--- config.mk ---
export PLATFORM = sky130hd
export DESIGN_NAME = cache_line_store
export DESIGN_NICKNAME = d
export VERILOG_FILES = /design/src/source/pkg_memory.sv /design/src/source/pkg_cache.sv /design/src/source/cache_line_store.sv
export VERILOG_INCLUDE_DIRS = /design/src /design/src/source
export SDC_FILE = /design/constraint.sdc
export NUM_CORES = 2
export LEC_CHECK = 0
export ABC_AREA = 1
export BUFFER_PORTS_ARGS = -buffer_cell sky130_fd_sc_hd__clkbuf_2
export CORE_UTILIZATION = 60
export CTS_BUF_LIST = sky130_fd_sc_hd__clkbuf_2
export DETAILED_ROUTE_END_ITERATION = 7
export PLACE_DENSITY_LB_ADDON = 0.25
export SYNTH_ARGS = -nofsm -noshare
export SYNTH_HDL_FRONTEND = slang
export SYNTH_SLANG_ARGS = --single-unit
--- constraint.sdc ---
create_clock -name ap_clk -period 12.66 [get_ports ap_clk]
set_input_delay 3.165 -clock ap_clk [delete_from_list [all_inputs] [get_ports ap_clk]]
set_output_delay 3.165 -clock ap_clk [all_outputs]
set_load 0.01 [all_outputs]
--- src/source/glay_cache_config.svh ---
/*
  GLay cache subsystem configuration
  Sizes shared by the packages and the RTL: requestor count, response
  FIFO depth and threshold, line geometry and the FIFO reset-busy span
*/

`ifndef GLAY_CACHE_CONFIG_SVH
`define GLAY_CACHE_CONFIG_SVH

// Requestor side
`define NUM_MEMORY_REQUESTOR 2
`define MEMORY_ROUTE_W 1

// Response FIFO
`define CACHE_FIFO_DEPTH 32
`define CACHE_FIFO_PROG_THRESH 16
`define CACHE_SETUP_BUSY_CYCLES 3

// Line store geometry, word address = {line index, word offset}
`define CACHE_WORD_W 32
`define CACHE_LINE_WORDS 4
`define CACHE_NUM_LINES 16
`define CACHE_ADDRESS_W 6
`define CACHE_WORD_OFFSET_W 2

`endif

--- src/source/pkg_memory.sv ---
/*
  Memory packet types
  Packets exchanged with the requestors: command and buffer class
  enums, packet meta, four data fields and the valid wrapper
*/

`include "glay_cache_config.svh"

package pkg_memory;

  // ------------------------------------------------------------------------
  // Encodings
  // ------------------------------------------------------------------------
  typedef enum logic [1:0] {
    CMD_MEM_READ,
    CMD_MEM_WRITE,
    CMD_MEM_RESPONSE
  } MemoryCommand;

  // Setup class is broadcast on the way back
  typedef enum logic [1:0] {
    STRUCT_CU_SETUP,
    STRUCT_VERTEX,
    STRUCT_EDGE
  } MemoryBuffer;

  // ------------------------------------------------------------------------
  // Packet
  // ------------------------------------------------------------------------
  typedef struct packed {
    logic [`CACHE_ADDRESS_W-1:0] address;
    logic [`MEMORY_ROUTE_W-1:0]  route;
    MemoryBuffer                 buffer;
    MemoryCommand                cmd;
  } MemoryMeta;

  // Field 0 carries the word of interest
  typedef struct packed {
    logic [3:0][`CACHE_WORD_W-1:0] field;
  } MemoryData;

  typedef struct packed {
    MemoryMeta meta;
    MemoryData data;
  } MemoryPacketPayload;

  typedef struct packed {
    logic               valid;
    MemoryPacketPayload payload;
  } MemoryPacket;

endpackage : pkg_memory
--- src/source/pkg_cache.sv ---
/*
  Cache side types
  Requests into and responses out of the line store, plus the
  control and status bundles of the response FIFO
*/

`include "glay_cache_config.svh"

package pkg_cache;

  import pkg_memory::*;

  // ------------------------------------------------------------------------
  // Request and response
  // ------------------------------------------------------------------------
  typedef struct packed {
    logic [`CACHE_WORD_W-1:0] rdata;
  } CacheIOB;

  typedef struct packed {
    logic [`CACHE_LINE_WORDS-1:0][`CACHE_WORD_W-1:0] field;
  } CacheData;

  // Write data comes from wdata
  typedef struct packed {
    MemoryMeta                meta;
    logic [`CACHE_WORD_W-1:0] wdata;
  } CacheRequestPayload;

  typedef struct packed {
    logic               valid;
    CacheRequestPayload payload;
  } CacheRequest;

  typedef struct packed {
    CacheIOB   iob;
    MemoryMeta meta;
    CacheData  data;
  } CacheResponsePayload;

  typedef struct packed {
    logic                valid;
    CacheResponsePayload payload;
  } CacheResponse;

  // ------------------------------------------------------------------------
  // FIFO handshake and flags
  // ------------------------------------------------------------------------
  typedef struct packed {
    logic rd_en;
    logic wr_en;
  } FIFOStateSignalsInput;

  typedef struct packed {
    logic full;
    logic empty;
    logic valid;
    logic prog_full;
    logic wr_rst_busy;
    logic rd_rst_busy;
  } FIFOStateSignalsOutput;

endpackage : pkg_cache

--- src/source/cache_line_store.sv ---
/*
  Cache line store
  Direct-mapped array of lines that always hits. Serves one request
  per cycle with a one cycle latency; a write updates the word first
  and answers with the updated line
*/

`timescale 1ns/1ps
`include "glay_cache_config.svh"

module cache_line_store (
  input  logic                   ap_clk,
  input  logic                   areset_control,
  input  pkg_cache::CacheRequest  request_in,
  output pkg_cache::CacheResponse response_out
);

  import pkg_memory::*;
  import pkg_cache::*;

  localparam int OFFSET_W = `CACHE_WORD_OFFSET_W;
  localparam int INDEX_W  = `CACHE_ADDRESS_W - OFFSET_W;

  CacheData            line_array [`CACHE_NUM_LINES];
  CacheData            line_next;
  logic [INDEX_W-1:0]  line_index;
  logic [OFFSET_W-1:0] word_offset;

  // --------------------------------------------------------------------------
  // Address split and write merge
  // --------------------------------------------------------------------------
  always_comb begin
    line_index  = request_in.payload.meta.address[`CACHE_ADDRESS_W-1:OFFSET_W];
    word_offset = request_in.payload.meta.address[OFFSET_W-1:0];
    line_next   = line_array[line_index];
    // Writes patch the addressed word before the line is returned
    if (request_in.payload.meta.cmd == CMD_MEM_WRITE) begin
      line_next.field[word_offset] = request_in.payload.wdata;
    end
  end

  // --------------------------------------------------------------------------
  // Line array and response valid
  // --------------------------------------------------------------------------
  always_ff @(posedge ap_clk) begin
    if (areset_control) begin
      response_out.valid <= 1'b0;
      for (int i = 0; i < `CACHE_NUM_LINES; i++) begin
        line_array[i] <= '0;
      end
    end else begin
      response_out.valid <= request_in.valid;
      if (request_in.valid && request_in.payload.meta.cmd == CMD_MEM_WRITE) begin
        line_array[line_index] <= line_next;
      end
    end
  end

  // Payload follows the request by one cycle
  always_ff @(posedge ap_clk) begin
    response_out.payload.meta      <= request_in.payload.meta;
    response_out.payload.data      <= line_next;
    response_out.payload.iob.rdata <= line_next.field[word_offset];
  end

endmodule : cache_line_store

# --- After elaboration in Yosys (flattened, before gate mapping) ---
# Memories as Yosys holds them, arrays and structs flattened.
# Cells that the tools add are included.
word_totals:
  register_bits: 172
  output_inout_bits: 172
  mem_bits_rw: 2048
  wordCells: 31
  memories: 1
  input_bits: 46
op_classes:
  n_eq_ne: 1
  reduce_logical: 3
  magnitude_cmp: 2
  muxes: 14
mem_list:
  columns: ["memory", "depth", "width", "rd", "rd_ports_with_merged_regs", "write_ports", "line_no", "rtl"]
  rows:
  - ["line_array", 16, 128, 1, 0, 16, "cache_line_store.sv:24", "CacheData line_array [`CACHE_NUM_LINES];"]
ops:
  columns: ["op", "n"]
  rows:
  - ["$mux 128", 2]
  - ["$bwmux 128", 1]
  - ["$reduce_or 128->1", 1]
  - ["$bmux 32 s2", 1]
  - ["$demux 32 s2", 1]
  - ["$mux 32", 2]
  - ["$mux 1", 6]
  - ["$mux 4", 1]
  - ["$lt 2x3->1 const B", 1]
  - ["$eq 2x1->1 const B", 1]
  - ["$ge 2x1->1 const B", 1]
  - ["$logic_and 1x1->1", 2]

# --- Longest topological paths before layout ---
logic_depth:
  ltp_word: 8
  depth_mapped: 17

# --- Least setup slack after synthesis ---
# OpenSTA, ideal clock, no wires.
synth_path:
  kind: "input-to-reg"
  startpoint: "input port request_in[42] in the netlist's numbering"
  endpoint: "memory line_array[15][0] in the netlist's numbering (enable)"
  setup_time_ps: 1120
  required_ps: 11540
  path_buffers: 4
  stages: 8
  path_slack_ps: 5018
  t_arrival_ps: 6522
  path_cell_list: "nand2_1 clkinv_1 clkbuf_1 buf_2 nand2_1 clkbuf_1 clkbuf_1 nand2_1"
synth_lines:
  columns: ["item", "line_no", "rtl"]
  rows:
  - ["start: declaration", "cache_line_store.sv:14", "input pkg_cache::CacheRequest request_in,"]
  - ["end: declaration", "cache_line_store.sv:24", null]

==> run metrics <==
post-synthesis cell area=99000 µm²; Yosys reg bits=2220; critical path fanouts, max=59; via density per instance=5.85; final net count=11030; fin crit period=6.61 ns; Layout area overhead=6.33%; ANT nets after route=0; R2R Path Start=line_array[8][122]$_SDFFCE_PN0P_; Reg clk slew, reported paths=0.09 ns; P per Cell Area=140 nW/µm²; core area=163000 µm²; initial antenna violation count=8; Worst Hold Path EP=response_out[144]$_DFF_P_; cell-internal power=10500 µW; DRT iter0 DRCs=11496; Post-Route WL=314000 µm; Worst Hold Depth=8; CTS tree=yes; crit path kind=primary input to register; Max Cap Violations=0; global-route wire length before repair=460000 µm; pin count of the biggest net entering global routing=194; Reg2Reg Depth=10; CTS sink count=2220; CP max-delay cell=buf_4; final slew viol count=0; DRC viols=0; Post-Route Setup TNS=0 ns; Sw Share=0.287; RSZ-0062 raised after global routing=false; sequential area share after synthesis=0.656; Hold Path Origin=line_array[14][69]$_SDFFCE_PN0P_; ratio of cells with drive above 1 in the final layout=0.125; total power draw=14700 µW; grt ovf=0; CP Launch Point=request_in[32]; CTS H-tree lvls=6; worst-margin pin slew=1.33 ns; WL/cell=23.1 µm; reg2reg end=line_array[13][122]$_SDFFCE_PN0P_; Reg power frac=0.570; flip-flop and latch area=64900 µm²; Pleak=0.0461 µW; top-count cell post-synth=nand2_1; Worst EP arrival=8.01 ns; clock skew=0.192 ns; result of the run=finished clean; Clock Power Share=0.330; Worst Path Required=14.06 ns; area of the multi-input gates=29600 µm²; Die Height=408 µm; Final Cycle Share=0.522; GRT Total Usage=0.371; VDD IR-drop max=0.107 mV; syn_nets=10884; clk buf depth=4; Layout fillers=13361; vias=79224; post-synth top area cell=edfxtp_1; hpwl dp=149000 µm; RePlAce Congestion=0.831; top_reg_cell synth=edfxtp_1; post-synth cell types=20; hold_ws=0.811 ns; Fmax achieved=0.151 GHz; share of the synthesized area in the top cell type=0.621; CP top delay family=simple AND/OR/NAND/NOR gates; CP endpoint kind=register; final core occ=0.645; Post-synth EDFFs=2048; Syn Inst Count=10838; PortBufs=217; CTS Buf Count=564; first drt pass iteration count=7; Starting Density=0.606; Setup Fix Bufs, Post-CTS=0; switching power=4210 µW; clock root buffer=clkbuf_2; Comb power frac=0.101; Synthesis Warnings=0; # IOs=218; most frequent cells after synthesis=nand2_1, nor2_1, edfxtp_1; worst skew pair latency=1.94 ns; pre-CTS WS=4.47 ns; worst rel slew slack=0.114; PnR worst setup slack=6.05 ns; critical-path cell list=clkbuf_2 -> inv_1 -> nor2_1 -> nand2_1 -> nor2_1 -> nand2_4 -> nand2_4 -> buf_4 -> buf_4; Post-synth ARST share=0; Mean Syn Cell Area=9.14 µm²; Synth area leaders=edfxtp_1, nand2_1, nor2_1, dfxtp_1, buf_2; final setup violation count=0; Post-CTS Resized=0; area of the die=167000 µm²; CTS Hold Bufs=0; R2R setup slack=10.52 ns; slowest stage delay, CP=1.00 ns; class of the worst hold path=register to register; WP buf/inv=4; row cnt=148; vias in the first global route=75713; startpoint types=primary input; final hold vios=0; Die Wd=408 µm
## metal layers
layer / share of wire / vias up / track usage / wire length (µm)
met5: 0.00019 / - / 0 / 61
met4: 0.059 / 10 / 0.210 / 18600
met3: 0.15 / 1281 / 0.0984 / 48500
met2: 0.44 / 6513 / 0.574 / 139000
met1: 0.34 / 36606 / 0.474 / 107000
li1: - / 34814 / - / -
## cell families (layout without fill, tap and decap cells)
family / Yosys count / after routing / synth area share
AOI/OAI and AO/OA: 70 / 70 / 0.00354
buffers and inverters: 1041 / 1565 / 0.0484
DFF: 2220 / 2220 / 0.656
other: 0 / 8 / 0
and+or+nand+nor: 7507 / 7507 / 0.292
## cell type report
cell class                      instances  share of cell area
Antenna cell                            8            0.000190
Inverter                              300              0.0111
Tap cell                             2175              0.0258
Timing Repair Buffer                  321              0.0193
Multi-Input combinational cell       7577               0.281
Clock buffer                          849              0.0404
Clock inverter                         95             0.00554
Sequential cell                      2220               0.617
## how the worst max path moves through the flow
stage,endpoint,slack [ns],cells past startpoint
finish,line_array[7][29]$_SDFFCE_PN0P_,6.05,9
global route,line_array[7][29]$_SDFFCE_PN0P_,6.13,9
CTS,line_array[7][29]$_SDFFCE_PN0P_,6.47,9
detailed placement,line_array[7][94]$_SDFFCE_PN0P_,4.47,9
global placement,line_array[7][94]$_SDFFCE_PN0P_,4.53,7
floorplan,line_array[15][0]$_SDFFCE_PN0P_,5.02,8
## tightest hold or removal path, stage by stage, from the launching register on
cell,delay [ns]
edfxtp_1,0.34
nand2_1,0.05
nand3_1,0.07
a21oi_1,0.05
nand2_1,0.10
nand3_1,0.07
nand2_1,0.06
inv_1,0.03
nand2_1,0.10
## flip-flops by register name (all words and copies together) (netlist names)
| register | count |
|---|---|
| response_out | 172 |
| line_array | 2048 |
## power by group through the flow
stage                     clock, µW  combinational (µW)  sequential [µW]
final                          4840                1480             8370
after global routing           5200                1570             8400
after CTS                      4840                1440             8370
after detailed placement          0                1430             8540
after global placement            0                1410             8530
after floorplan                   0                 877             8580
## stage by stage
stage / cell area [µm²] / std cells
after CTS: 105000 / 13537
after global placement: 100000 / 12593
after detailed placement: 100000 / 12593
after global routing: 105000 / 13540
after floorplan: 99000 / 10838
final: 105000 / 13545
## layout by cell type (no fill, tap or decap)
master,instances
nor3_2,2
diode_2,8
buf_8,2
nand2_2,129
clkbuf_2,1064
inv_2,48
nor3_4,1
a21oi_1,70
dfxtp_1,172
buf_12,12
nand2_1,4584
inv_8,2
clkinv_2,15
inv_4,1
nand2_4,32
nor2_4,8
edfxtp_1,2048
clkinv_1,59
inv_1,260
inv_16,1
nand3_1,316
nor2_1,2435
buf_4,92
inv_6,1
bufinv_16,8
Note: power is estimated with default switching activity, not from simulation.
