<file path="config.mk">
export PLATFORM = sky130hd
export DESIGN_NAME = cache_request_decode
export DESIGN_NICKNAME = d
export VERILOG_FILES = /design/src/source/pkg_memory.sv /design/src/source/pkg_cache.sv /design/src/source/cache_request_decode.sv
export VERILOG_INCLUDE_DIRS = /design/src /design/src/source
export SDC_FILE = /design/constraint.sdc
export NUM_CORES = 1
export LEC_CHECK = 0
export CORE_AREA = 2 2 71 73
export CTS_CLUSTER_DIAMETER = 80
export DETAILED_ROUTE_END_ITERATION = 8
export DIE_AREA = 0 0 73 75
export DONT_BUFFER_PORTS = 1
export SLEW_MARGIN = 10
export SYNTH_ARGS = -nofsm -noshare
export SYNTH_HDL_FRONTEND = slang
export SYNTH_SLANG_ARGS = --single-unit
</file>
<file path="constraint.sdc">
create_clock -name ap_clk -period 0.8 [get_ports ap_clk]
set_clock_uncertainty 0.05 [all_clocks]
set_input_delay 0.12 -clock ap_clk [delete_from_list [all_inputs] [get_ports ap_clk]]
set_output_delay 0.12 -clock ap_clk [all_outputs]
set_load 0.01 [all_outputs]
</file>
<file path="src/source/glay_cache_config.svh">
/*
  GLay cache subsystem configuration
  Sizes shared by the packages and the RTL: requestor count, response
  FIFO depth and threshold, line geometry and the FIFO reset-busy span
*/

`ifndef GLAY_CACHE_CONFIG_SVH
`define GLAY_CACHE_CONFIG_SVH

// Requestor side
`define NUM_MEMORY_REQUESTOR 2
`define MEMORY_ROUTE_W 1

// Response FIFO
`define CACHE_FIFO_DEPTH 32
`define CACHE_FIFO_PROG_THRESH 16
`define CACHE_SETUP_BUSY_CYCLES 3

// Line store geometry, word address = {line index, word offset}
`define CACHE_WORD_W 32
`define CACHE_LINE_WORDS 4
`define CACHE_NUM_LINES 16
`define CACHE_ADDRESS_W 6
`define CACHE_WORD_OFFSET_W 2

`endif

</file>
<file path="src/source/pkg_memory.sv">
/*
  Memory packet types
  Packets exchanged with the requestors: command and buffer class
  enums, packet meta, four data fields and the valid wrapper
*/

`include "glay_cache_config.svh"

package pkg_memory;

  // ------------------------------------------------------------------------
  // Encodings
  // ------------------------------------------------------------------------
  typedef enum logic [1:0] {
    CMD_MEM_READ,
    CMD_MEM_WRITE,
    CMD_MEM_RESPONSE
  } MemoryCommand;

  // Setup class is broadcast on the way back
  typedef enum logic [1:0] {
    STRUCT_CU_SETUP,
    STRUCT_VERTEX,
    STRUCT_EDGE
  } MemoryBuffer;

  // ------------------------------------------------------------------------
  // Packet
  // ------------------------------------------------------------------------
  typedef struct packed {
    logic [`CACHE_ADDRESS_W-1:0] address;
    logic [`MEMORY_ROUTE_W-1:0]  route;
    MemoryBuffer                 buffer;
    MemoryCommand                cmd;
  } MemoryMeta;

  // Field 0 carries the word of interest
  typedef struct packed {
    logic [3:0][`CACHE_WORD_W-1:0] field;
  } MemoryData;

  typedef struct packed {
    MemoryMeta meta;
    MemoryData data;
  } MemoryPacketPayload;

  typedef struct packed {
    logic               valid;
    MemoryPacketPayload payload;
  } MemoryPacket;

endpackage : pkg_memory
</file>
<file path="src/source/pkg_cache.sv">
/*
  Cache side types
  Requests into and responses out of the line store, plus the
  control and status bundles of the response FIFO
*/

`include "glay_cache_config.svh"

package pkg_cache;

  import pkg_memory::*;

  // ------------------------------------------------------------------------
  // Request and response
  // ------------------------------------------------------------------------
  typedef struct packed {
    logic [`CACHE_WORD_W-1:0] rdata;
  } CacheIOB;

  typedef struct packed {
    logic [`CACHE_LINE_WORDS-1:0][`CACHE_WORD_W-1:0] field;
  } CacheData;

  // Write data comes from wdata
  typedef struct packed {
    MemoryMeta                meta;
    logic [`CACHE_WORD_W-1:0] wdata;
  } CacheRequestPayload;

  typedef struct packed {
    logic               valid;
    CacheRequestPayload payload;
  } CacheRequest;

  typedef struct packed {
    CacheIOB   iob;
    MemoryMeta meta;
    CacheData  data;
  } CacheResponsePayload;

  typedef struct packed {
    logic                valid;
    CacheResponsePayload payload;
  } CacheResponse;

  // ------------------------------------------------------------------------
  // FIFO handshake and flags
  // ------------------------------------------------------------------------
  typedef struct packed {
    logic rd_en;
    logic wr_en;
  } FIFOStateSignalsInput;

  typedef struct packed {
    logic full;
    logic empty;
    logic valid;
    logic prog_full;
    logic wr_rst_busy;
    logic rd_rst_busy;
  } FIFOStateSignalsOutput;

endpackage : pkg_cache

</file>
<file path="src/source/cache_request_decode.sv">
/*
  Cache request decode
  Registers incoming memory packets and turns them into cache
  requests: meta passes as is, write word taken from field 0
*/

`timescale 1ns/1ps

module cache_request_decode (
  input  logic                   ap_clk,
  input  logic                   areset_control,
  input  pkg_memory::MemoryPacket request_in,
  output pkg_cache::CacheRequest  request_out
);

  import pkg_memory::*;

  // --------------------------------------------------------------------------
  // Request valid
  // --------------------------------------------------------------------------
  always_ff @(posedge ap_clk) begin
    if (areset_control) begin
      request_out.valid <= 1'b0;
    end else begin
      request_out.valid <= request_in.valid;
    end
  end

  // --------------------------------------------------------------------------
  // Request payload
  // --------------------------------------------------------------------------
  always_ff @(posedge ap_clk) begin
    // Command, address, route and class unchanged
    request_out.payload.meta  <= request_in.payload.meta;
    // Reads ignore this word
    request_out.payload.wdata <= request_in.payload.data.field[0];
  end

  // --------------------------------------------------------------------------
  // Checks
  // --------------------------------------------------------------------------
  // Requestors only send reads and writes
  assert property (@(posedge ap_clk) disable iff (areset_control)
    request_in.valid |-> request_in.payload.meta.cmd != CMD_MEM_RESPONSE)
  else $error("cache_request_decode: response command on request input");

endmodule : cache_request_decode

</file>
[Word level (Yosys, flattened, before mapping)]
Cells that the tools add are included.
Storage, ports and cells
  output and inout bits: 44
  input bits: 142
  register bits: 44

[Logic depth before layout (Yosys ltp)]
Gate-level depths: netlist of run 1.
  word-level depth: 0
  depth in mapped cells: 1

[Worst setup path after synthesis of run 1]
No wires, ideal clock.
  path kind: register to output
  start point: register request_out[0] in the netlist's numbering
  end point: output port request_out[0] in the netlist's numbering
  required time: 0.630 ns
  data arrival time: 0.331 ns
  slack: 0.299 ns
  cell stages (with the launch flop): 1
  cell sequence: dfxtp_1
RTL lines
  start: declaration: line cache_request_decode.sv:13  | output pkg_cache::CacheRequest request_out
No word-level cell between the ends.

[Final worst setup path of run 1]
  start point: register request_out[38] in the netlist's numbering
  end point: output port request_out[38] in the netlist's numbering
No word-level cell between the ends.

==> impl_metrics.csv, run 1 <==
group,metric,value,unit
sta,maxSlewHeadroom,91.9,%
synthesis,synthDistinctLibCells,2,
global_routing,overflow,0,
min_path,whs_path_depth,1,
global_routing,grt_pass1_wl,2890,um
global_routing,use_met3,6.83,%
sta,slew_violations,0,
global_routing,antenna_found_initial,0,
die,fp.dieW,73,um
power_and_ir_drop,p_leak,0.623,nW
cts,clk_pin_slew,0.08,ns
routing,viasPerCell,3.54,
sta,rsz0062_at_grt,"true",
cts,cts_root_buf,"clkbuf_8",
die,initial_core_util,19.2,%
sta,setup_violations,24,
critical_path,arrival,0.66,ns
global_routing,gr-max-usage-layer,"met2",
synthesis,avgSynthCellArea,19.9,um^2
power_and_ir_drop,ir_worst_vdd,926,uV
synthesis,syn_inst,45,
synthesis,synth_largest_area_cell,"dfxtp_1",
finish,nets,239,
finish,registers.top_by_ff_count,"request_out",
place,pre_cts_ws,0.256,ns
place,io_buffers,0,
critical_path,cp_max_fo,1,
die,die_area,5480,um^2
global_routing,grt_use_met1,7.32,%
synthesis,synth_edf_count,0,
synthesis,ys_seq_elements,44,
critical_path,required,0.63,ns
routing,drt-pass1-iter-count,2,
synthesis,synth_warnings,0,
global_routing,grt_pass1_vias,619,
finish,fillers,447,
critical_path,crit_type,"register to output port",
die,core,4660,um^2
routing,drt_iter0_drc,16,
routing,wire_per_inst,14.4,um
finish,largest_reg_flops,44,
power_and_ir_drop,powerDensity,2660,nW/um^2
synthesis,netlist.area_leader.share,98.5,%
critical_path,start_kind,"register",
cts,clkSinkCount,44,
synthesis,synth.area.top_cells,"dfxtp_1 98%, nor2b_4 1.5%",
sta,finalHoldViolCount,0,
sta,period_minus_slack,0.826,ns
routing,wl,2180,um
min_path,hp-class,"input port to register",
global_routing,use_met2,11.8,%
die,pin_count,186,
cts,numCtsBuffers,5,
synthesis,synthFlopType,"dfxtp_1",
synthesis,syn-cell-area,895,um^2
min_path,min-delay-start,"request_in[137]",
sta,fin_ws,-0.0256,ns
routing,ant_nets,0,
sta,fmax,1.21,GHz
die,die_h,75,um
synthesis,synth.most_common_cell,"dfxtp_1",
critical_path,end_kind,"output port",
job,cap_violations,0,
synthesis,syn_nets,187,
sta,worstMarginPinSlew,0.122,ns
power_and_ir_drop,p_total,0.00421,W
cts,htreeDepth,2,
finish,area_growth,76.9,%
sta,fin_setup_tns,-0.230,ns
sta,finalCritPeriodShare,103,%
finish,antenna_cells,0,
finish,drive_gt1_share,53.1,%
synthesis,yosys-top-cells-count,"44 x dfxtp_1, 1 x nor2b_4",
cts,clock_path_buffers,2,
finish,reg.largest.list,"request_out (44)",
outcome,status,"finished, violations left",
global_routing,grt_use_total,7.76,%
global_routing,grt_max_degree,14,
sta,hold_slack,0.330,ns
synthesis,synthArstFlopShare,0,%
synthesis,ys_seq_area_share,98.5,%
min_path,worstHoldEndpoint,"request_out[41]",
cts,cts_tree,"built",
routing,drcViolationCount,0,
die,rows,25,
routing,routed-via-count,538,
place,gp_congestion,0.631,
outcome,violations,"setup timing",
repair_timing:
| action | CTS | global route |
|---|---|---|
| hold endpoints to repair | 44 | 0 |
| setup buffers | 0 | 0 |
| cloned | 0 | 0 |
| resized for setup | 44 | 3 |
| hold buffers | 45 | 0 |
| setup endpoints to repair | 44 | 44 |
| pin swaps | 0 | 0 |
power breakdown:
part	total, W	internal [W]	switching, W
Sequential	0.00244	0.00233	0.000111
Clock	0.00159	0.000925	0.000664
Combinational	0.000180	0.000149	0.0000305
Total	0.00421	0.00340	0.000806
routing by layer:
layer  vias up  wire length (um)
met1       236               782
met2        61              1040
met4         0                14
li1        238                 -
met5         -                 0
met3         3               344
metrics by stage:
step           instances  util [%]  area, um^2
4_1_cts              152      33.8        1580
6_report             152      34.0        1580
3_5_place_dp          99      20.6         962
2_1_floorplan         45         -         895
5_1_grt              152      34.0        1580
3_3_place_gp          99      20.6         962
cells in the final DEF, fill, tap and decap left out, drive strengths merged:
cell,n
clkinv,1
bufinv,1
clkbuf,6
dfxtp,44
dlygate4sd3,45
nor2b,1
worst max path at each step:
stage / start / to / cells after the start
floorplan: request_out[0] / request_out[0] / 0
global placement: request_out[36] / request_out[36] / 0
detailed placement: request_out[38] / request_out[38] / 0
CTS: request_out[38] / request_out[38] / 0
global route: request_out[38] / request_out[38] / 0
finish: request_out[38] / request_out[38] / 0
area by class of cell:
type                    instances  area [um^2]  area share, %
multi-input cells               1         13.8          0.870
clock inverters                 2         35.0           2.21
repair buffers                 45          450           28.5
flip-flops and latches         44          943           59.6
well taps                      54         67.6           4.27
clock buffers                   6         72.6           4.58
kinds of logic (layout without fill, tap and decap cells):
logic type	after synthesis	after routing	share of synthesized area [%]
flops	44	44	98.5
buf+inv	0	53	0
simple gates	1	1	1.54
Note: power is estimated with default switching activity, not from simulation.
==> inputs of run 2 (changes only) <==
--- a/config.mk
+++ b/config.mk
@@ -6,6 +6,7 @@
 export SDC_FILE = /design/constraint.sdc
 export NUM_CORES = 1
 export LEC_CHECK = 0
+export ABC_AREA = 1
 export CORE_AREA = 2 2 71 73
 export CTS_CLUSTER_DIAMETER = 80
 export DETAILED_ROUTE_END_ITERATION = 8
==> run 2 against run 1 <==
Compared with the run above: the flow still finishes with violations (setup timing); first-iteration DRC count is 44% lower; total power is 4.0% lower; cell count stayed put; critical path type unchanged; largest power group unchanged.
==> impl_metrics.csv, run 2 <==
group,metric,value,unit
routing,routed-via-count,542,
sta,maxSlewHeadroom,94.3,%
synthesis,ys_seq_area_share,98.9,%
finish,final_cells,152,
cts,htreeDepth,2,
cts,clk_pin_slew,0.07,ns
synthesis,synth_warnings,0,
die,initial_core_util,19.1,%
global_routing,grt_pass1_wl,3100,um
sta,finalCritPeriodShare,103,%
cts,cts_root_buf,"clkbuf_8",
routing,drt-pass1-iter-count,2,
synthesis,synthFlopType,"dfxtp_1",
outcome,status,"finished, violations left",
finish,multi_input_area,6.26,um^2
routing,drcViolationCount,0,
die,die_area,5480,um^2
global_routing,grt_use_total,8.41,%
cts,post_cts_buffers,0,
sta,hold_slack,0.325,ns
sta,setup_violations,26,
power_and_ir_drop,ir_worst_vdd,781,uV
finish,largest_reg_flops,44,
synthesis,syn_nets,188,
die,pin_count,186,
sta,slew_violations,0,
place,gp_congestion,0.587,
critical_path,end_kind,"output port",
die,rows,25,
routing,wl,2250,um
finish,registers.top_by_ff_count,"request_out",
cts,cts_tree,"built",
sta,rsz0062_at_grt,"true",
finish,area_growth,76.3,%
sta,finalHoldViolCount,0,
place,placedCellCount,100,
cts,numCtsBuffers,5,
synthesis,avgSynthCellArea,19.4,um^2
synthesis,synth_largest_area_cell,"dfxtp_1",
sta,period_minus_slack,0.825,ns
outcome,violations,"setup timing",
critical_path,crit_type,"register to output port",
die,core,4660,um^2
sta,worstMarginPinSlew,0.0863,ns
synthesis,syn-cell-area,891,um^2
sta,fmax,1.21,GHz
global_routing,overflow,0,
min_path,worstHoldEndpoint,"request_out[39]",
synthesis,ys_seq_elements,44,
routing,wire_per_inst,14.8,um
finish,final-seq-area,946,um^2
finish,fillers,456,
job,cap_violations,0,
global_routing,antenna_found_initial,0,
synthesis,synthDistinctLibCells,3,
synthesis,synthArstFlopShare,0,%
die,fp.dieW,73,um
synthesis,yosys-top-cells-count,"44 x dfxtp_1, 1 x inv_1, 1 x nor2_2",
finish,drive_gt1_share,53.1,%
min_path,hp-class,"input port to register",
min_path,whs_path_depth,1,
finish,layout_common_cells,"45 x dlygate4sd3_1, 40 x dfxtp_2, 7 x clkbuf_8, 4 x dfxtp_4",
critical_path,arrival,0.66,ns
finish,nets,240,
finish,final_common_cell,"dlygate4sd3_1",
finish,reg.largest.list,"request_out (44)",
cts,clkSinkCount,44,
global_routing,grt_max_degree,13,
synthesis,syn_inst,46,
power_and_ir_drop,p_leak,0.619,nW
critical_path,required,0.63,ns
finish,antenna_cells,0,
power_and_ir_drop,powerDensity,2570,nW/um^2
routing,ant_nets,0,
place,io_buffers,0,
synthesis,synth.area.top_cells,"dfxtp_1 99%, nor2_2 0.70%, inv_1 0.42%",
global_routing,grt_pass1_vias,638,
routing,viasPerCell,3.57,
critical_path,cp_max_fo,1,
cts,clock_path_buffers,2,
critical_path,start_kind,"register",
synthesis,synth_edf_count,0,
min_path,min-delay-start,"request_in[135]",
synthesis,netlist.area_leader.share,98.9,%
sta,fin_ws,-0.0253,ns
die,die_h,75,um
routing,drt_iter0_drc,9,
synthesis,synth.most_common_cell,"dfxtp_1",
-- run 2: repair_timing --
| action | 4_1_cts | 5_1_grt |
|---|---|---|
| hold buffers | 45 | 0 |
| hold endpoints to repair | 44 | 0 |
| gates resized for setup | 44 | 4 |
| endpoints found under the setup margin | 44 | 44 |
-- run 2: cells by family after synthesis --
group | share of synthesized area, %
simple gates | 0.703
flops | 98.9
buf+inv | 0.421
-- run 2: final cells by class --
type	instances	area share, %
Sequential cell	44	60.2
Timing Repair Buffer	45	28.7
Inverter	1	0.239
Clock buffer	7	6.14
Multi-Input combinational cell	1	0.398
Tap cell	54	4.30
-- run 2: power by group --
group	switching, W	internal (W)	leakage [nW]
Combinational	0.0000292	0.000146	0.195
Clock	0.000657	0.000768	0.0503
Sequential	0.000114	0.00233	0.373
-- run 2: layer usage --
layer	GRT usage [%]	vias to the layer above	share of wire, %
met5	0	-	0
met4	4.94	0	1.5
met3	8.30	5	20
met2	11.7	67	43
met1	7.88	230	35
li1	-	240	-
-- run 2: worst max-delay path by stage --
stage                    start         endpoint  slack (ns)  cells past startpoint
3_5_place_dp   request_out[27]  request_out[27]        0.25                      0
5_1_grt         request_out[5]   request_out[5]       -0.05                      0
6_report       request_out[27]  request_out[27]       -0.03                      0
3_3_place_gp    request_out[5]   request_out[5]        0.25                      0
4_1_cts         request_out[4]   request_out[4]       -0.04                      0
2_1_floorplan   request_out[0]   request_out[0]        0.30                      0
-- run 2: through the flow --
step / worst slack [ns] / setup TNS [ns] / utilization [%] / cell area, um^2 / total power [W]
4_1_cts: -0.0416 / -1.02 / 33.5 / 1560 / 0.00413
2_1_floorplan: 0.299 / 0 / - / 891 / 0.00245
5_1_grt: -0.0533 / -1.52 / 33.7 / 1570 / 0.00424
6_report: -0.0253 / -0.216 / 33.7 / 1570 / 0.00404
3_3_place_gp: 0.251 / 0 / 20.6 / 958 / 0.00249
3_5_place_dp: 0.251 / 0 / 20.6 / 958 / 0.00248
